File: src/design/arya_pkg.sv
`default_nettype none

package arya_pkg;

    //////////////////////////////////////////////////////////////////////
    // widths
    //////////////////////////////////////////////////////////////////////

    // datapath and memory word
    localparam int data_w      = 64;
    // full memory, instruction half plus data half
    localparam int mem_addr_w  = 10;
    localparam int inst_addr_w = 9;
    localparam int reg_addr_w  = 5;
    // immediate field, sign-extended to data_w
    localparam int imm_w       = 13;

    localparam int mem_words   = 2 ** mem_addr_w;
    localparam int reg_count   = 2 ** reg_addr_w;

    //////////////////////////////////////////////////////////////////////
    // types
    //////////////////////////////////////////////////////////////////////

    typedef logic [data_w-1:0]      word_t;
    typedef logic [mem_addr_w-1:0]  mem_addr_t;
    // also the index into the data half
    typedef logic [inst_addr_w-1:0] inst_addr_t;
    typedef logic [reg_addr_w-1:0]  reg_addr_t;
    // low 32 bits of a memory word
    typedef logic [31:0]            instr_t;

    // unlisted codes run as nop
    typedef enum logic [3:0] {
        op_nop   = 4'd0,
        op_add   = 4'd1,
        op_sub   = 4'd2,
        op_and   = 4'd3,
        op_or    = 4'd4,
        op_xor   = 4'd5,
        op_addi  = 4'd6,
        op_load  = 4'd7,
        op_store = 4'd8,
        op_halt  = 4'd15
    } opcode_e;

    // one instruction at a time through the five phases
    typedef enum logic [2:0] {
        st_idle,
        st_fetch,
        st_decode,
        st_execute,
        st_memory,
        st_writeback,
        st_halted
    } seq_state_e;

endpackage

`default_nettype wire

File: src/design/arya_sequencer.sv
`timescale 1ns/10ps
`default_nettype none

module arya_sequencer (
    input  logic clk,
    input  logic rst_n,
    input  logic en,
    input  logic is_halt,
    output logic fetch_en,
    output logic decode_en,
    output logic execute_en,
    output logic memory_en,
    output logic writeback_en,
    output logic halted
);
    import arya_pkg::*;

    seq_state_e state;
    seq_state_e state_nxt;

    // state register
    always_ff @(posedge clk or negedge rst_n) begin
        if (!rst_n) begin
            state <= st_idle;
        end else begin
            state <= state_nxt;
        end
    end

    // next state
    always_comb begin
        state_nxt = state;
        case (state)
            st_idle: begin
                // wait for run request
                if (en) begin
                    state_nxt = st_fetch;
                end
            end
            st_fetch:     state_nxt = st_decode;
            st_decode:    state_nxt = st_execute;
            st_execute: begin
                // halt stops after execute, no memory or writeback
                if (is_halt) begin
                    state_nxt = st_halted;
                end else begin
                    state_nxt = st_memory;
                end
            end
            st_memory:    state_nxt = st_writeback;
            st_writeback: state_nxt = st_fetch;
            // stuck here until reset
            st_halted:    state_nxt = st_halted;
            default:      state_nxt = st_idle;
        endcase
    end

    // one strobe per phase
    assign fetch_en     = (state == st_fetch);
    assign decode_en    = (state == st_decode);
    assign execute_en   = (state == st_execute);
    assign memory_en    = (state == st_memory);
    assign writeback_en = (state == st_writeback);
    assign halted       = (state == st_halted);

endmodule

`default_nettype wire

File: config.mk
export PLATFORM = sky130hd
export DESIGN_NAME = arya_sequencer
export DESIGN_NICKNAME = d
export VERILOG_FILES = /design/src/design/arya_pkg.sv /design/src/design/arya_sequencer.sv
export SDC_FILE = /design/constraint.sdc
export NUM_CORES = 1
export LEC_CHECK = 0
export BUFFER_PORTS_ARGS = -buffer_cell sky130_fd_sc_hd__buf_2
export CAP_MARGIN = 40
export CORE_AREA = 2 2 39 41
export DETAILED_ROUTE_END_ITERATION = 8
export DIE_AREA = 0 0 41 43
export PLACE_DENSITY = 0.38
export SETUP_SLACK_MARGIN = 0.3
export SYNTH_ARGS = -nofsm -noshare
export SYNTH_HDL_FRONTEND = slang
export SYNTH_SLANG_ARGS = --single-unit
File: constraint.sdc
create_clock -name clk -period 1 [get_ports clk]
set_input_delay 0.1 -clock clk [delete_from_list [all_inputs] [get_ports clk]]
set_output_delay 0.1 -clock clk [all_outputs]
set_load 0.02 [all_outputs]
* Word level (Yosys, flattened, before mapping) *
Cells that the tools add are included.

operators by class
  add/subtract/negate cells = 0
  multipliers = 0
  div/mod/pow operators = 0
  magnitude comparators = 0
  equal/unequal tests = 7
  shift operators = 0
  mux-type cells = 3
  bitwise operators = 0
  reductions and logical operators = 1

operators by type and width
  kind                                            number
  case mux 3 bit (7 select lines)                 1
  == test 3 bit (second input constant)           3
  == test 3 x 2 -> 1 bit (second input constant)  2
  == test 3 x 1 -> 1 bit (second input constant)  1
  zero test 3 bit                                 1
  2-to-1 mux 3 bit                                1
  2-to-1 mux 2 bit                                1
  != test 2 bit (second input constant)           1

word-level totals
  bits in registers = 3
  bits in latches = 0
  RAM bits = 0
  memory bits (read-only) = 0
  input port bits = 4
  output and inout bits = 6
  word-level logic and storage cells = 12
  memories = 0

* Depth between registers and ports, before layout *
Gate-level depths: netlist of the first run.

  depth after elaboration = 2
  depth in mapped cells = 3

* Worst setup path after synthesis of the first run *
No wires, ideal clock.

  kind = register to output
  start = register state[0]
  end = output port fetch_en
  data arrival time = 987 ps
  required time = 900 ps
  path slack = -87 ps
  cell stages (with the launch flop) = 3
  buffers on the path = 1
  cell sequence = dfrtp_1 > buf_4 > nor3b_1

between the ends
  cells in the longest elaborated chain, start to end = 1

RTL lines
  item                    line                  RTL
  from (decl)             arya_sequencer.sv:18  seq_state_e state;
  from (signal assigned)  arya_sequencer.sv:24  state <= st_idle;
  from (signal assigned)  arya_sequencer.sv:26  state <= state_nxt;
  == test 3 x 1 -> 1 bit  arya_sequencer.sv:59  assign fetch_en = (state == st_fetch);
  to (decl)               arya_sequencer.sv:9   output logic fetch_en,

No other way between the ends.

* Worst setup path after layout of the first run *
  start = register state[2]
  end = output port execute_en

between the ends
  cells in the longest elaborated chain, start to end = 1

RTL lines
  item                    line                  RTL
  == test 3 x 2 -> 1 bit  arya_sequencer.sv:61  assign execute_en = (state == st_execute);
  to (decl)               arya_sequencer.sv:11  output logic execute_en,

No other way between the ends.

==> results of run 1 <==
## area by class of cell
cell class                 count  area (µm²)
clock buffer                   4        26.3
inverter                       1        6.26
timing repair buffer          17         153
fill                         146         933
multi-input combinational     15         166
tap                           16        20.0
sequential                     3        78.8
## power groups by stage
stage	clock [µW]	sequential [µW]	combinational, µW
floorplan	0	293	576
global placement	0	361	714
detailed placement	0	367	714
CTS	222	375	990
global route	231	397	1070
finish	212	380	1000
## worst max-delay path: cells and delay by family, from the launching register on
kind	cells	cell delay (ns)
buffers and inverters	1	0.12
AND/OR/NAND/NOR	2	0.26
flip-flops	1	0.49
## cell families (layout without fill, tap and decap cells)
logic type,Yosys count,count (layout),synth area share [%]
AOI/OAI and AO/OA,3,3,10.6
buffers and inverters,2,22,6.34
DFF,3,3,42.3
and+or+nand+nor,12,12,40.8
## metrics by stage
step	cell area [µm²]	utilization [%]
after global placement	328	23.7
after CTS	444	32.1
after global routing	450	32.5
after floorplan	244	-
after detailed placement	328	23.7
final	450	32.5
## Yosys cell counts
cell                       instances
sky130_fd_sc_hd__nor2_1            4
sky130_fd_sc_hd__dfrtp_1           3
sky130_fd_sc_hd__nand2b_1          2
sky130_fd_sc_hd__and3_1            1
sky130_fd_sc_hd__buf_4             1
sky130_fd_sc_hd__inv_2             1
sky130_fd_sc_hd__nand2_1           1
sky130_fd_sc_hd__nand2b_4          1
sky130_fd_sc_hd__nor2b_2           1
sky130_fd_sc_hd__nor3_1            1
sky130_fd_sc_hd__nor3b_1           1
sky130_fd_sc_hd__o21ai_1           1
sky130_fd_sc_hd__o22ai_1           1
sky130_fd_sc_hd__o31ai_1           1
## routing by layer
| metal | global-route usage (%) | vias to the layer above |
|---|---|---|
| li1 | - | 106 |
| met1 | 9.09 | 100 |
| met2 | 10.9 | 9 |
| met3 | 1.57 | 2 |
| met4 | 12.0 | 0 |
| met5 | 0 | - |
## path summary, 6_finish.rpt
kind	end	slack, ns	cells past startpoint	start
min	state[1]$_DFFE_PN0P_	0.12	3	is_halt
min in group asynchronous	state[1]$_DFFE_PN0P_	0.20	2	rst_n
min reg2reg	state[0]$_DFFE_PN0P_	0.60	1	state[0]$_DFFE_PN0P_
max	execute_en	-0.20	3	state[2]$_DFFE_PN0P_
max in group asynchronous	state[0]$_DFFE_PN0P_	0.69	2	rst_n
max reg2reg	state[2]$_DFFE_PN0P_	0.02	3	state[2]$_DFFE_PN0P_
## repair_timing
item / 4_1_cts / 5_1_grt
endpoints found under the setup margin: 9 / 9
resized for setup: 17 / 2
hold buffers: 1 / 0
setup buffers: 3 / 0
pin swaps: 2 / 1
hold endpoints to repair: 3 / 0
==> PnR_summary.wiki, run 1 <==
{| class="wikitable"
! Metric !! Value
|-
| Average vias per placed instance || 3.88
|-
| Root cell of the clock tree || sky130_fd_sc_hd__clkbuf_4
|-
| Leakage power total || 0.000194 µW
|-
| Crit Path Max Fanout || 7
|-
| DIE HEIGHT || 43 µm
|-
| Aggregate global-route resource usage || 8.46%
|-
| Top-Level Pins || 10
|-
| Unrepaired setup endpoints after global routing || true
|-
| DR vias || 217
|-
| Overall overflow remaining after global route || 0
|-
| Number of port buffers || 9
|-
| Number of endpoints failing setup at the final stage || 6
|-
| Synth-to-Final Area Change || 154%
|-
| Maximum capacitance violations || 0
|-
| Uppermost signal routing layer after detailed routing || met4
|-
| Switching power total || 658 µW
|-
| Starting Density || 12.8%
|-
| Failing checks || negative setup slack
|-
| Period Utilization, post-route || 120%
|-
| Global-route wire length before repair || 897 µm
|-
| Via count of the first global-routing pass || 228
|-
| Critical-path cell list || nand2b_4, nor2_4, buf_6
|-
| Critical-path top delay cell || sky130_fd_sc_hd__dfrtp_2
|-
| Number of instances in the synthesized netlist || 20
|-
| Registers with the most flip-flops || state: 3 flops
|-
| Yosys warning count || 0
|-
| Worst-case setup slack after placement || -0.0360 ns
|-
| Cell internal power dissipation || 935 µW
|-
| Number of buffers added by the clock tree synthesis step || 3
|-
| Final hold viol count || 0
|-
| Max-slew violation count || 0
|-
| Share of total power in sequential cells || 23.8%
|-
| Die area || 0.00176 mm²
|-
| Number of flip-flops under the largest register name || 3
|-
| Cell area after synthesis || 178 µm²
|-
| Crit path arrival time || 1.10 ns
|-
| Largest area contributor in the netlist || sky130_fd_sc_hd__dfrtp_1
|-
| Portion of total power attributed to combinational logic || 62.8%
|-
| Clk_lat worst skew || 0.23 ns
|-
| Starting DRT DRC Count || 1
|-
| Leading cell type in the layout, fill and taps excluded || sky130_fd_sc_hd__buf_6
|-
| Detailed-routed wire length on met2 || 284 µm
|-
| Required time worst endpoint || 0.90 ns
|-
| Net total in the final layout || 45
|-
| Clock tree buffer depth || 2
|-
| # clock sinks || 3
|-
| Clock tree from TritonCTS || yes
|-
| Layout Skew || 0.000239 ns
|-
| Run status || finished, violations left
|-
| Count of standard-cell rows || 14
|-
| Proportion of netlist area held by the largest area contributor || 42.3%
|-
| Routed wire per std cell || 9.80 µm
|-
| Worst Max-Slew Pin Slew || 0.240 ns
|-
| Detailed placer's ending HPWL || 381 µm
|-
| Highest attainable clock frequency || 832 MHz
|-
| Wirelength, routed || 549 µm
|-
| # diodes || 0
|-
| Antenna violations before repair || 0
|-
| Largest register by flop count || state
|-
| Flops & latches, synth || 3
|-
| Count of cell types in the netlist || 14
|-
| Met1 wire length || 219 µm
|-
| Power per unit of standard cell area || 3540 mW/mm²
|-
| Maximum number of pins on one net before global-route repair || 8
|-
| Kind of capture point of the worst setup path || output pin
|-
| Final antenna-violating net count || 0
|-
| Routability congestion estimate from global placement || 0.691
|-
| Highest-count cells in the layout ignoring fill and taps || 8 x sky130_fd_sc_hd__buf_6, 5 x sky130_fd_sc_hd__buf_4
|-
| Startpoint kind of the worst setup timing path || flip-flop
|-
| Total core area || 0.00138 mm²
|-
| WL met3 || 25 µm
|-
| Switching fraction of total power || 41.3%
|-
| Final worst-path setup slack || -0.203 ns
|-
| Worst vdd rail ir drop || 1060 µV
|-
| Initial DRT Pass Iterations || 2
|-
| Largest cells by area after synthesis || sky130_fd_sc_hd__dfrtp_1 42%, sky130_fd_sc_hd__nor2_1 8.5%, sky130_fd_sc_hd__nand2b_4 7.7%, sky130_fd_sc_hd__nand2b_1 7.0%, sky130_fd_sc_hd__nor2b_2 4.9%
|-
| Headroom to the max-slew limit || 84.0%
|-
| CP Class || reg -> out
|-
| Post-route minimum period || 1.20 ns
|-
| Share of final-layout standard cells stronger than drive strength 1 || 90.0%
|-
| H-Tree Level Count || 1
|-
| Post-synth net total || 24
|-
| Post-route worst hold slack || 0.125 ns
|-
| Clock transition at path regs || 0.04 ns
|-
| Total Power || 1590 µW
|-
| Fin Setup TNS || -1.09 ns
|-
| DRC violations left || 0
|-
| Cell Count Post-Placement || 48
|-
| Sequential-to-total area share from yosys stat || 42.3%
|-
| Non-filler instance count after layout || 56
|-
| Average size of a mapped cell || 8.88 µm²
|-
| Relative contribution of the clock network to total power || 13.3%
|-
| Chip Width || 41 µm
|-
| Type of the tightest min-delay check || in -> reg
|-
| Slowest cell delay on critical path || 0.49 ns
|}
Power figures use the tool's default switching activity.
==> inputs of run 2 (changes only) <==
CTS_CLUSTER_DIAMETER = 30   (was unset)
clock period = 1.56 ns   (was 1 ns; I/O delays follow)
==> run 2 against run 1 <==
  * The flow now finishes without violations
  * Cell area decreased by 21%
  * Worst setup slack improved by 0.53 ns
  * Critical endpoint is now memory_en
  * Non-clock buffer count decreased by 4
  * Routed wire length decreased by 8.9%
  * Global-route usage decreased by 1.7 points
  * Sequential share of layout area increased by 4.8 points
  * Die area unchanged
  * Clock skew increased by 0.0052 ns
  * Critical path depth increased by 1
  * Sequential cell count unchanged
  * Total power decreased by 50%
==> PnR_summary.wiki, run 2 (same netlist as run 1, synthesis figures left out) <==
{| class="wikitable"
! Metric !! Value
|-
| Registers with the most flip-flops || state: 3 flops (unchanged)
|-
| Aggregate global-route resource usage || 6.73% (was 8.46%)
|-
| Largest register by flop count || state (unchanged)
|-
| Fin Setup TNS || 0 ns (was -1.09 ns)
|-
| Reg-to-reg critical path endpoint || state[2]$_DFFE_PN0P_ (unchanged)
|-
| Post-route minimum period || 1.23 ns
|-
| Cell Count Post-Placement || 44 (was 48)
|-
| H-Tree Level Count || 1 (unchanged)
|-
| Type of the tightest min-delay check || in -> reg (unchanged)
|-
| Chip Width || 41 µm (unchanged)
|-
| Clock tree from TritonCTS || yes (unchanged)
|-
| Crit path arrival time || 1.08 ns (was 1.10 ns)
|-
| Initial DRT Pass Iterations || 1 (was 2)
|-
| Reg2reg path depth || 3 (unchanged)
|-
| Crit Reg-Reg Startpoint || state[0]$_DFFE_PN0P_ (was state[2]$_DFFE_PN0P_)
|-
| DR vias || 194 (was 217)
|-
| Final antenna-violating net count || 0 (unchanged)
|-
| Max-slew violation count || 0 (unchanged)
|-
| Worst setup path start || state[2]$_DFFE_PN0P_ (unchanged)
|-
| Kind of capture point of the worst setup path || output pin (unchanged)
|-
| Number of flip-flops under the largest register name || 3 (unchanged)
|-
| Final worst-path setup slack || 0.327 ns (was -0.203 ns)
|-
| Global-route wire length before repair || 745 µm (was 897 µm)
|-
| Final hold viol count || 0 (unchanged)
|-
| DIE HEIGHT || 43 µm (unchanged)
|-
| Overall overflow remaining after global route || 0 (unchanged)
|-
| Maximum number of pins on one net before global-route repair || 10 (was 8)
|-
| Detailed placer's ending HPWL || 312 µm (was 381 µm)
|-
| Period Utilization, post-route || 79.0%
|-
| Leakage power total || 0.000161 µW (was 0.000194 µW)
|-
| Starting DRT DRC Count || 0 (was 1)
|-
| Power per unit of standard cell area || 2230 mW/mm² (was 3540 mW/mm²)
|-
| Post-route worst hold slack || 0.204 ns (was 0.125 ns)
|-
| Share of final-layout standard cells stronger than drive strength 1 || 72.2% (was 90.0%)
|-
| Slowest cell delay on critical path || 0.46 ns (was 0.49 ns)
|-
| DRC violations left || 0 (unchanged)
|-
| Highest attainable clock frequency || 811 MHz
|-
| Worst Max-Slew Pin Slew || 0.198 ns (was 0.240 ns)
|-
| Total Power || 791 µW (was 1590 µW)
|-
| Critical-path top delay cell || sky130_fd_sc_hd__dfrtp_2 (unchanged)
|-
| Synth-to-Final Area Change || 99.3% (was 154%)
|-
| Net total in the final layout || 41 (was 45)
|-
| Layout Skew || 0.00546 ns (was 0.000239 ns)
|-
| Clk_lat worst skew || 0.24 ns (was 0.23 ns)
|-
| Routed wire per std cell || 9.62 µm (was 9.80 µm)
|-
| Die area || 0.00176 mm² (unchanged)
|-
| Root cell of the clock tree || sky130_fd_sc_hd__clkbuf_4 (unchanged)
|-
| Headroom to the max-slew limit || 86.7% (was 84.0%)
|-
| Unrepaired setup endpoints after global routing || true (unchanged)
|-
| Highest-count cells in the layout ignoring fill and taps || 5 x sky130_fd_sc_hd__buf_4, 4 x sky130_fd_sc_hd__buf_2 (was 8 x sky130_fd_sc_hd__buf_6, 5 x sky130_fd_sc_hd__buf_4)
|-
| Total core area || 0.00138 mm² (unchanged)
|-
| # diodes || 0 (unchanged)
|-
| Run status || complete, no violations (was finished, violations left)
|-
| Clock tree buffer depth || 2 (unchanged)
|-
| Crit Path Max Fanout || 8 (was 7)
|-
| Clock transition at path regs || 0.04 ns (about the same)
|-
| Average vias per placed instance || 3.73 (was 3.88)
|-
| CP Class || reg -> out (unchanged)
|-
| Worst-case setup slack after placement || 0.506 ns (was -0.0360 ns)
|-
| Starting Density || 12.8% (unchanged)
|-
| Antenna violations before repair || 0 (unchanged)
|-
| Top-Level Pins || 10 (unchanged)
|-
| Setup crit end || memory_en (was execute_en)
|-
| Startpoint kind of the worst setup timing path || flip-flop (unchanged)
|-
| Register-to-register setup slack || 0.66 ns (was 0.02 ns)
|-
| Maximum capacitance violations || 0 (unchanged)
|-
| Non-filler instance count after layout || 52 (was 56)
|-
| Number of endpoints failing setup at the final stage || 0 (was 6)
|-
| Via count of the first global-routing pass || 186 (was 228)
|-
| Leading cell type in the layout, fill and taps excluded || sky130_fd_sc_hd__buf_4 (was sky130_fd_sc_hd__buf_6)
|-
| Worst vdd rail ir drop || 567 µV (was 1060 µV)
|-
| Routability congestion estimate from global placement || 0.658 (was 0.691)
|-
| Count of standard-cell rows || 14 (unchanged)
|-
| Number of buffers added by the clock tree synthesis step || 3 (unchanged)
|-
| Wirelength, routed || 500 µm (was 549 µm)
|-
| # clock sinks || 3 (unchanged)
|-
| Critical-path cell list || buf_6, nand2b_4, nor2_1, buf_4 (was nand2b_4, nor2_4, buf_6)
|-
| Number of port buffers || 9 (unchanged)
|-
| Required time worst endpoint || 1.40 ns (was 0.90 ns)
|}
## run 2: worst min path at each step
| stage | start | end | slack, ns | cells after the start |
|---|---|---|---|---|
| final | en | state[0]$_DFFE_PN0P_ | 0.20 | 3 |
| after global placement | rst_n | state[1]$_DFFE_PN0P_ | -0.05 | 1 |
| after CTS | en | state[0]$_DFFE_PN0P_ | 0.19 | 3 |
| after detailed placement | rst_n | state[1]$_DFFE_PN0P_ | -0.05 | 1 |
| after floorplan | rst_n | state[0]$_DFFE_PN0P_ | -0.14 | 0 |
| after global routing | is_halt | state[1]$_DFFE_PN0P_ | 0.24 | 3 |
## run 2: what timing repair did
item | in CTS | in global routing
resized for setup | 6 | 12
endpoints found under the hold margin | 3 | 0
setup endpoints to repair | 5 | 5
setup buffers | 0 | 3
hold buffers | 1 | 0
## run 2: power by group
part | switching [µW] | total, µW | leakage, µW | internal, µW
clock | 42.7 | 139 | 0.0000150 | 96.0
combinational | 193 | 433 | 0.000112 | 240
sequential | 94.5 | 219 | 0.0000334 | 124
## run 2: through the flow
stage | util [%] | instance area (µm²)
global placement | 17.0 | 235
detailed placement | 17.0 | 235
finish | 25.6 | 354
global route | 25.6 | 354
CTS | 20.7 | 287
floorplan | - | 178
## run 2: critical path: cells and delay by family (launching register included)
kind | cells | cell delay [ns]
buffers and inverters | 2 | 0.30
DFF | 1 | 0.46
and+or+nand+nor | 2 | 0.09
## run 2: final cells by class
class                           count  area, µm²
Tap cell                           16       20.0
Inverter                            1       6.26
Timing Repair Buffer               13        101
Clock buffer                        4       26.3
Sequential cell                     3       78.8
Multi-Input combinational cell     15        121
Fill cell                         161       1030
## run 2: routing by layer
layer  share of wire [%]  up-vias  GRT usage (%)  wire, µm
met4                   0        0           6.00         0
met2                  38        8           7.19       189
met3                  10        0           4.71        50
met5                   0        -              0         0
li1                    -       99              -         -
met1                  52       87           8.36       261
==> inputs of run 3 (changes only) <==
PLACE_DENSITY = 0.39   (was 0.38)
clock period = 1.09 ns   (was 1.56 ns; I/O delays follow)
==> run 3 against run 2 <==
  * The flow now finishes with violations (negative setup slack)
  * Highest routed layer unchanged
  * Clock power up 43%
  * Utilization up 7.7 points
  * Clock-buffer cell count unchanged
  * Sequential cell count unchanged
  * Routed wire length up 25%
  * Cell count up 9.6%
  * Largest cell class is now non-clock buffers
==> PnR_summary.wiki, run 3 (same netlist as run 1, synthesis figures left out) <==
{| class="wikitable"
! Metric !! Value
|-
| Clock transition at path regs || 0.04 ns (about the same)
|-
| Largest register by flop count || state (unchanged)
|-
| Wirelength, routed || 627 µm (was 500 µm)
|-
| Register-to-register setup slack || -0.11 ns (was 0.66 ns)
|-
| Layout Skew || 0.000310 ns (was 0.00546 ns)
|-
| Headroom to the max-slew limit || 84.5% (was 86.7%)
|-
| Routability congestion estimate from global placement || 0.692 (was 0.658)
|-
| Switching power total || 634 µW (was 330 µW)
|-
| Clock tree from TritonCTS || yes (unchanged)
|-
| Relative contribution of the clock network to total power || 12.9% (was 17.5%)
|-
| Highest-count cells in the layout ignoring fill and taps || 10 x sky130_fd_sc_hd__buf_6, 4 x sky130_fd_sc_hd__buf_4 (was 5 x sky130_fd_sc_hd__buf_4, 4 x sky130_fd_sc_hd__buf_2)
|-
| Portion of total power attributed to combinational logic || 65.0% (was 54.8%)
|-
| Required time worst endpoint || 0.98 ns (was 1.40 ns)
|-
| Max-slew violation count || 0 (unchanged)
|-
| Highest attainable clock frequency || 827 MHz
|-
| Overall overflow remaining after global route || 0 (unchanged)
|-
| Clock tree buffer depth || 2 (unchanged)
|-
| Cell internal power dissipation || 914 µW (was 461 µW)
|-
| Maximum number of pins on one net before global-route repair || 9 (was 10)
|-
| Fin Setup TNS || -0.782 ns (was 0 ns)
|-
| Number of port buffers || 9 (unchanged)
|-
| DRC violations left || 0 (unchanged)
|-
| Non-filler instance count after layout || 57 (was 52)
|-
| Worst Max-Slew Pin Slew || 0.230 ns (was 0.198 ns)
|-
| Reg2reg path depth || 5 (was 3)
|-
| DR vias || 216 (was 194)
|-
| Total core area || 0.00138 mm² (unchanged)
|-
| Run status || finished, violations left (was complete, no violations)
|-
| Final worst-path setup slack || -0.120 ns (was 0.327 ns)
|-
| Chip Width || 41 µm (unchanged)
|-
| Leakage power total || 0.000199 µW (was 0.000161 µW)
|-
| Failing checks || negative setup slack
|-
| Reg-to-reg critical path endpoint || state[2]$_DFFE_PN0P_ (unchanged)
|-
| Power per unit of standard cell area || 3360 mW/mm² (was 2230 mW/mm²)
|-
| Switching fraction of total power || 41.0% (was 41.7%)
|-
| Period Utilization, post-route || 111%
|-
| Share of total power in sequential cells || 22.1% (was 27.7%)
|-
| Aggregate global-route resource usage || 9.25% (was 6.73%)
|-
| Post-route minimum period || 1.21 ns
|-
| Count of standard-cell rows || 14 (unchanged)
|-
| Startpoint kind of the worst setup timing path || flip-flop (unchanged)
|-
| Crit path arrival time || 1.10 ns (was 1.08 ns)
|-
| Final design utilization || 33.3% (was 25.6%)
|-
| Number of flip-flops under the largest register name || 3 (unchanged)
|-
| Final antenna-violating net count || 0 (unchanged)
|-
| Cell Count Post-Placement || 45 (was 44)
|-
| Type of the tightest min-delay check || in -> reg (unchanged)
|-
| Die area || 0.00176 mm² (unchanged)
|-
| Crit Path Max Fanout || 8 (unchanged)
|-
| Clk_lat worst skew || 0.23 ns (was 0.24 ns)
|-
| Average vias per placed instance || 3.79 (was 3.73)
|-
| Unrepaired setup endpoints after global routing || true (unchanged)
|-
| Global-route wire length before repair || 945 µm (was 745 µm)
|-
| Number of endpoints failing setup at the final stage || 8 (was 0)
|-
| Starting DRT DRC Count || 1 (was 0)
|-
| Share of final-layout standard cells stronger than drive strength 1 || 87.8% (was 72.2%)
|-
| Final hold viol count || 0 (unchanged)
|-
| Synth-to-Final Area Change || 159% (was 99.3%)
|-
| Kind of capture point of the worst setup path || output pin (unchanged)
|-
| CP Class || reg -> out (unchanged)
|-
| Antenna violations before repair || 0 (unchanged)
|-
| Worst setup path start || state[2]$_DFFE_PN0P_ (unchanged)
|-
| Detailed placer's ending HPWL || 352 µm (was 312 µm)
|-
| Critical-path cell list || nand2b_4, nor2_4, buf_6 (was buf_6, nand2b_4, nor2_1, buf_4)
|-
| Worst vdd rail ir drop || 859 µV (was 567 µV)
|-
| # diodes || 0 (unchanged)
|-
| Setup crit end || execute_en (was memory_en)
|-
| Via count of the first global-routing pass || 219 (was 186)
|-
| Top-Level Pins || 10 (unchanged)
|-
| Crit Reg-Reg Startpoint || state[2]$_DFFE_PN0P_ (was state[0]$_DFFE_PN0P_)
|-
| Maximum capacitance violations || 0 (unchanged)
|-
| H-Tree Level Count || 1 (unchanged)
|-
| Net total in the final layout || 46 (was 41)
|-
| Root cell of the clock tree || sky130_fd_sc_hd__clkbuf_4 (unchanged)
|-
| Starting Density || 12.8% (unchanged)
|-
| Registers with the most flip-flops || state: 3 flops (unchanged)
|-
| Critical-path top delay cell || sky130_fd_sc_hd__dfrtp_2 (unchanged)
|-
| Slowest cell delay on critical path || 0.48 ns (was 0.46 ns)
|-
| Initial DRT Pass Iterations || 2 (was 1)
|-
| Routed wire per std cell || 11.0 µm (was 9.62 µm)
|-
| DIE HEIGHT || 43 µm (unchanged)
|-
| Number of buffers added by the clock tree synthesis step || 3 (unchanged)
|-
| Leading cell type in the layout, fill and taps excluded || sky130_fd_sc_hd__buf_6 (was sky130_fd_sc_hd__buf_4)
|-
| # clock sinks || 3 (unchanged)
|}
run 3: routing by layer:
metal	GRT usage [%]	part of all wire [%]	wire [µm]	up-vias
met5	0	0	0	-
met4	12.0	0	0	0
met3	3.14	5.7	36	0
met2	11.9	58	365	7
met1	9.68	36	225	102
li1	-	-	-	107
run 3: how the worst min path moves through the flow:
stage / to / cells after the start / startpoint
3_3_place_gp: state[0]$_DFFE_PN0P_ / 1 / rst_n
5_1_grt: state[1]$_DFFE_PN0P_ / 3 / is_halt
2_1_floorplan: state[0]$_DFFE_PN0P_ / 0 / rst_n
3_5_place_dp: state[0]$_DFFE_PN0P_ / 1 / rst_n
4_1_cts: state[1]$_DFFE_PN0P_ / 3 / is_halt
6_report: state[1]$_DFFE_PN0P_ / 3 / is_halt
run 3: final cells by class:
class | count | area [µm²]
Sequential cell | 3 | 78.8
Tap cell | 16 | 20.0
Clock buffer | 4 | 26.3
Multi-Input combinational cell | 15 | 161
Inverter | 1 | 6.26
Timing Repair Buffer | 18 | 168
Fill cell | 158 | 923
run 3: power by group through the flow:
stage	sequential (µW)	combinational [µW]	clock (µW)
floorplan	269	529	0
global placement	337	571	0
detailed placement	343	578	0
CTS	342	931	208
global route	359	1060	216
finish	342	1010	199
run 3: repair_timing:
item,CTS,global route
buffers inserted,6,1
endpoints found under the hold margin,3,0
pin swaps,4,0
gates resized for setup,18,2
endpoints found under the setup margin,9,9
hold buffers,1,0
run 3: metrics by stage:
step	hold WS [ns]	area, µm²	total power [µW]	worst slack [ns]
6_report	0.114	460	1550	-0.120
5_1_grt	0.115	460	1640	-0.171
4_1_cts	0.108	445	1480	-0.128
3_5_place_dp	-0.0937	305	920	0.0172
3_3_place_gp	-0.0965	305	909	0.0378
2_1_floorplan	-0.187	244	798	0.202
run 3: critical path: cells and delay by family (launching register included):
| family | cells | cell delay [ns] |
|---|---|---|
| AND/OR/NAND/NOR | 2 | 0.26 |
| flip-flops | 1 | 0.48 |
| buffers and inverters | 1 | 0.12 |
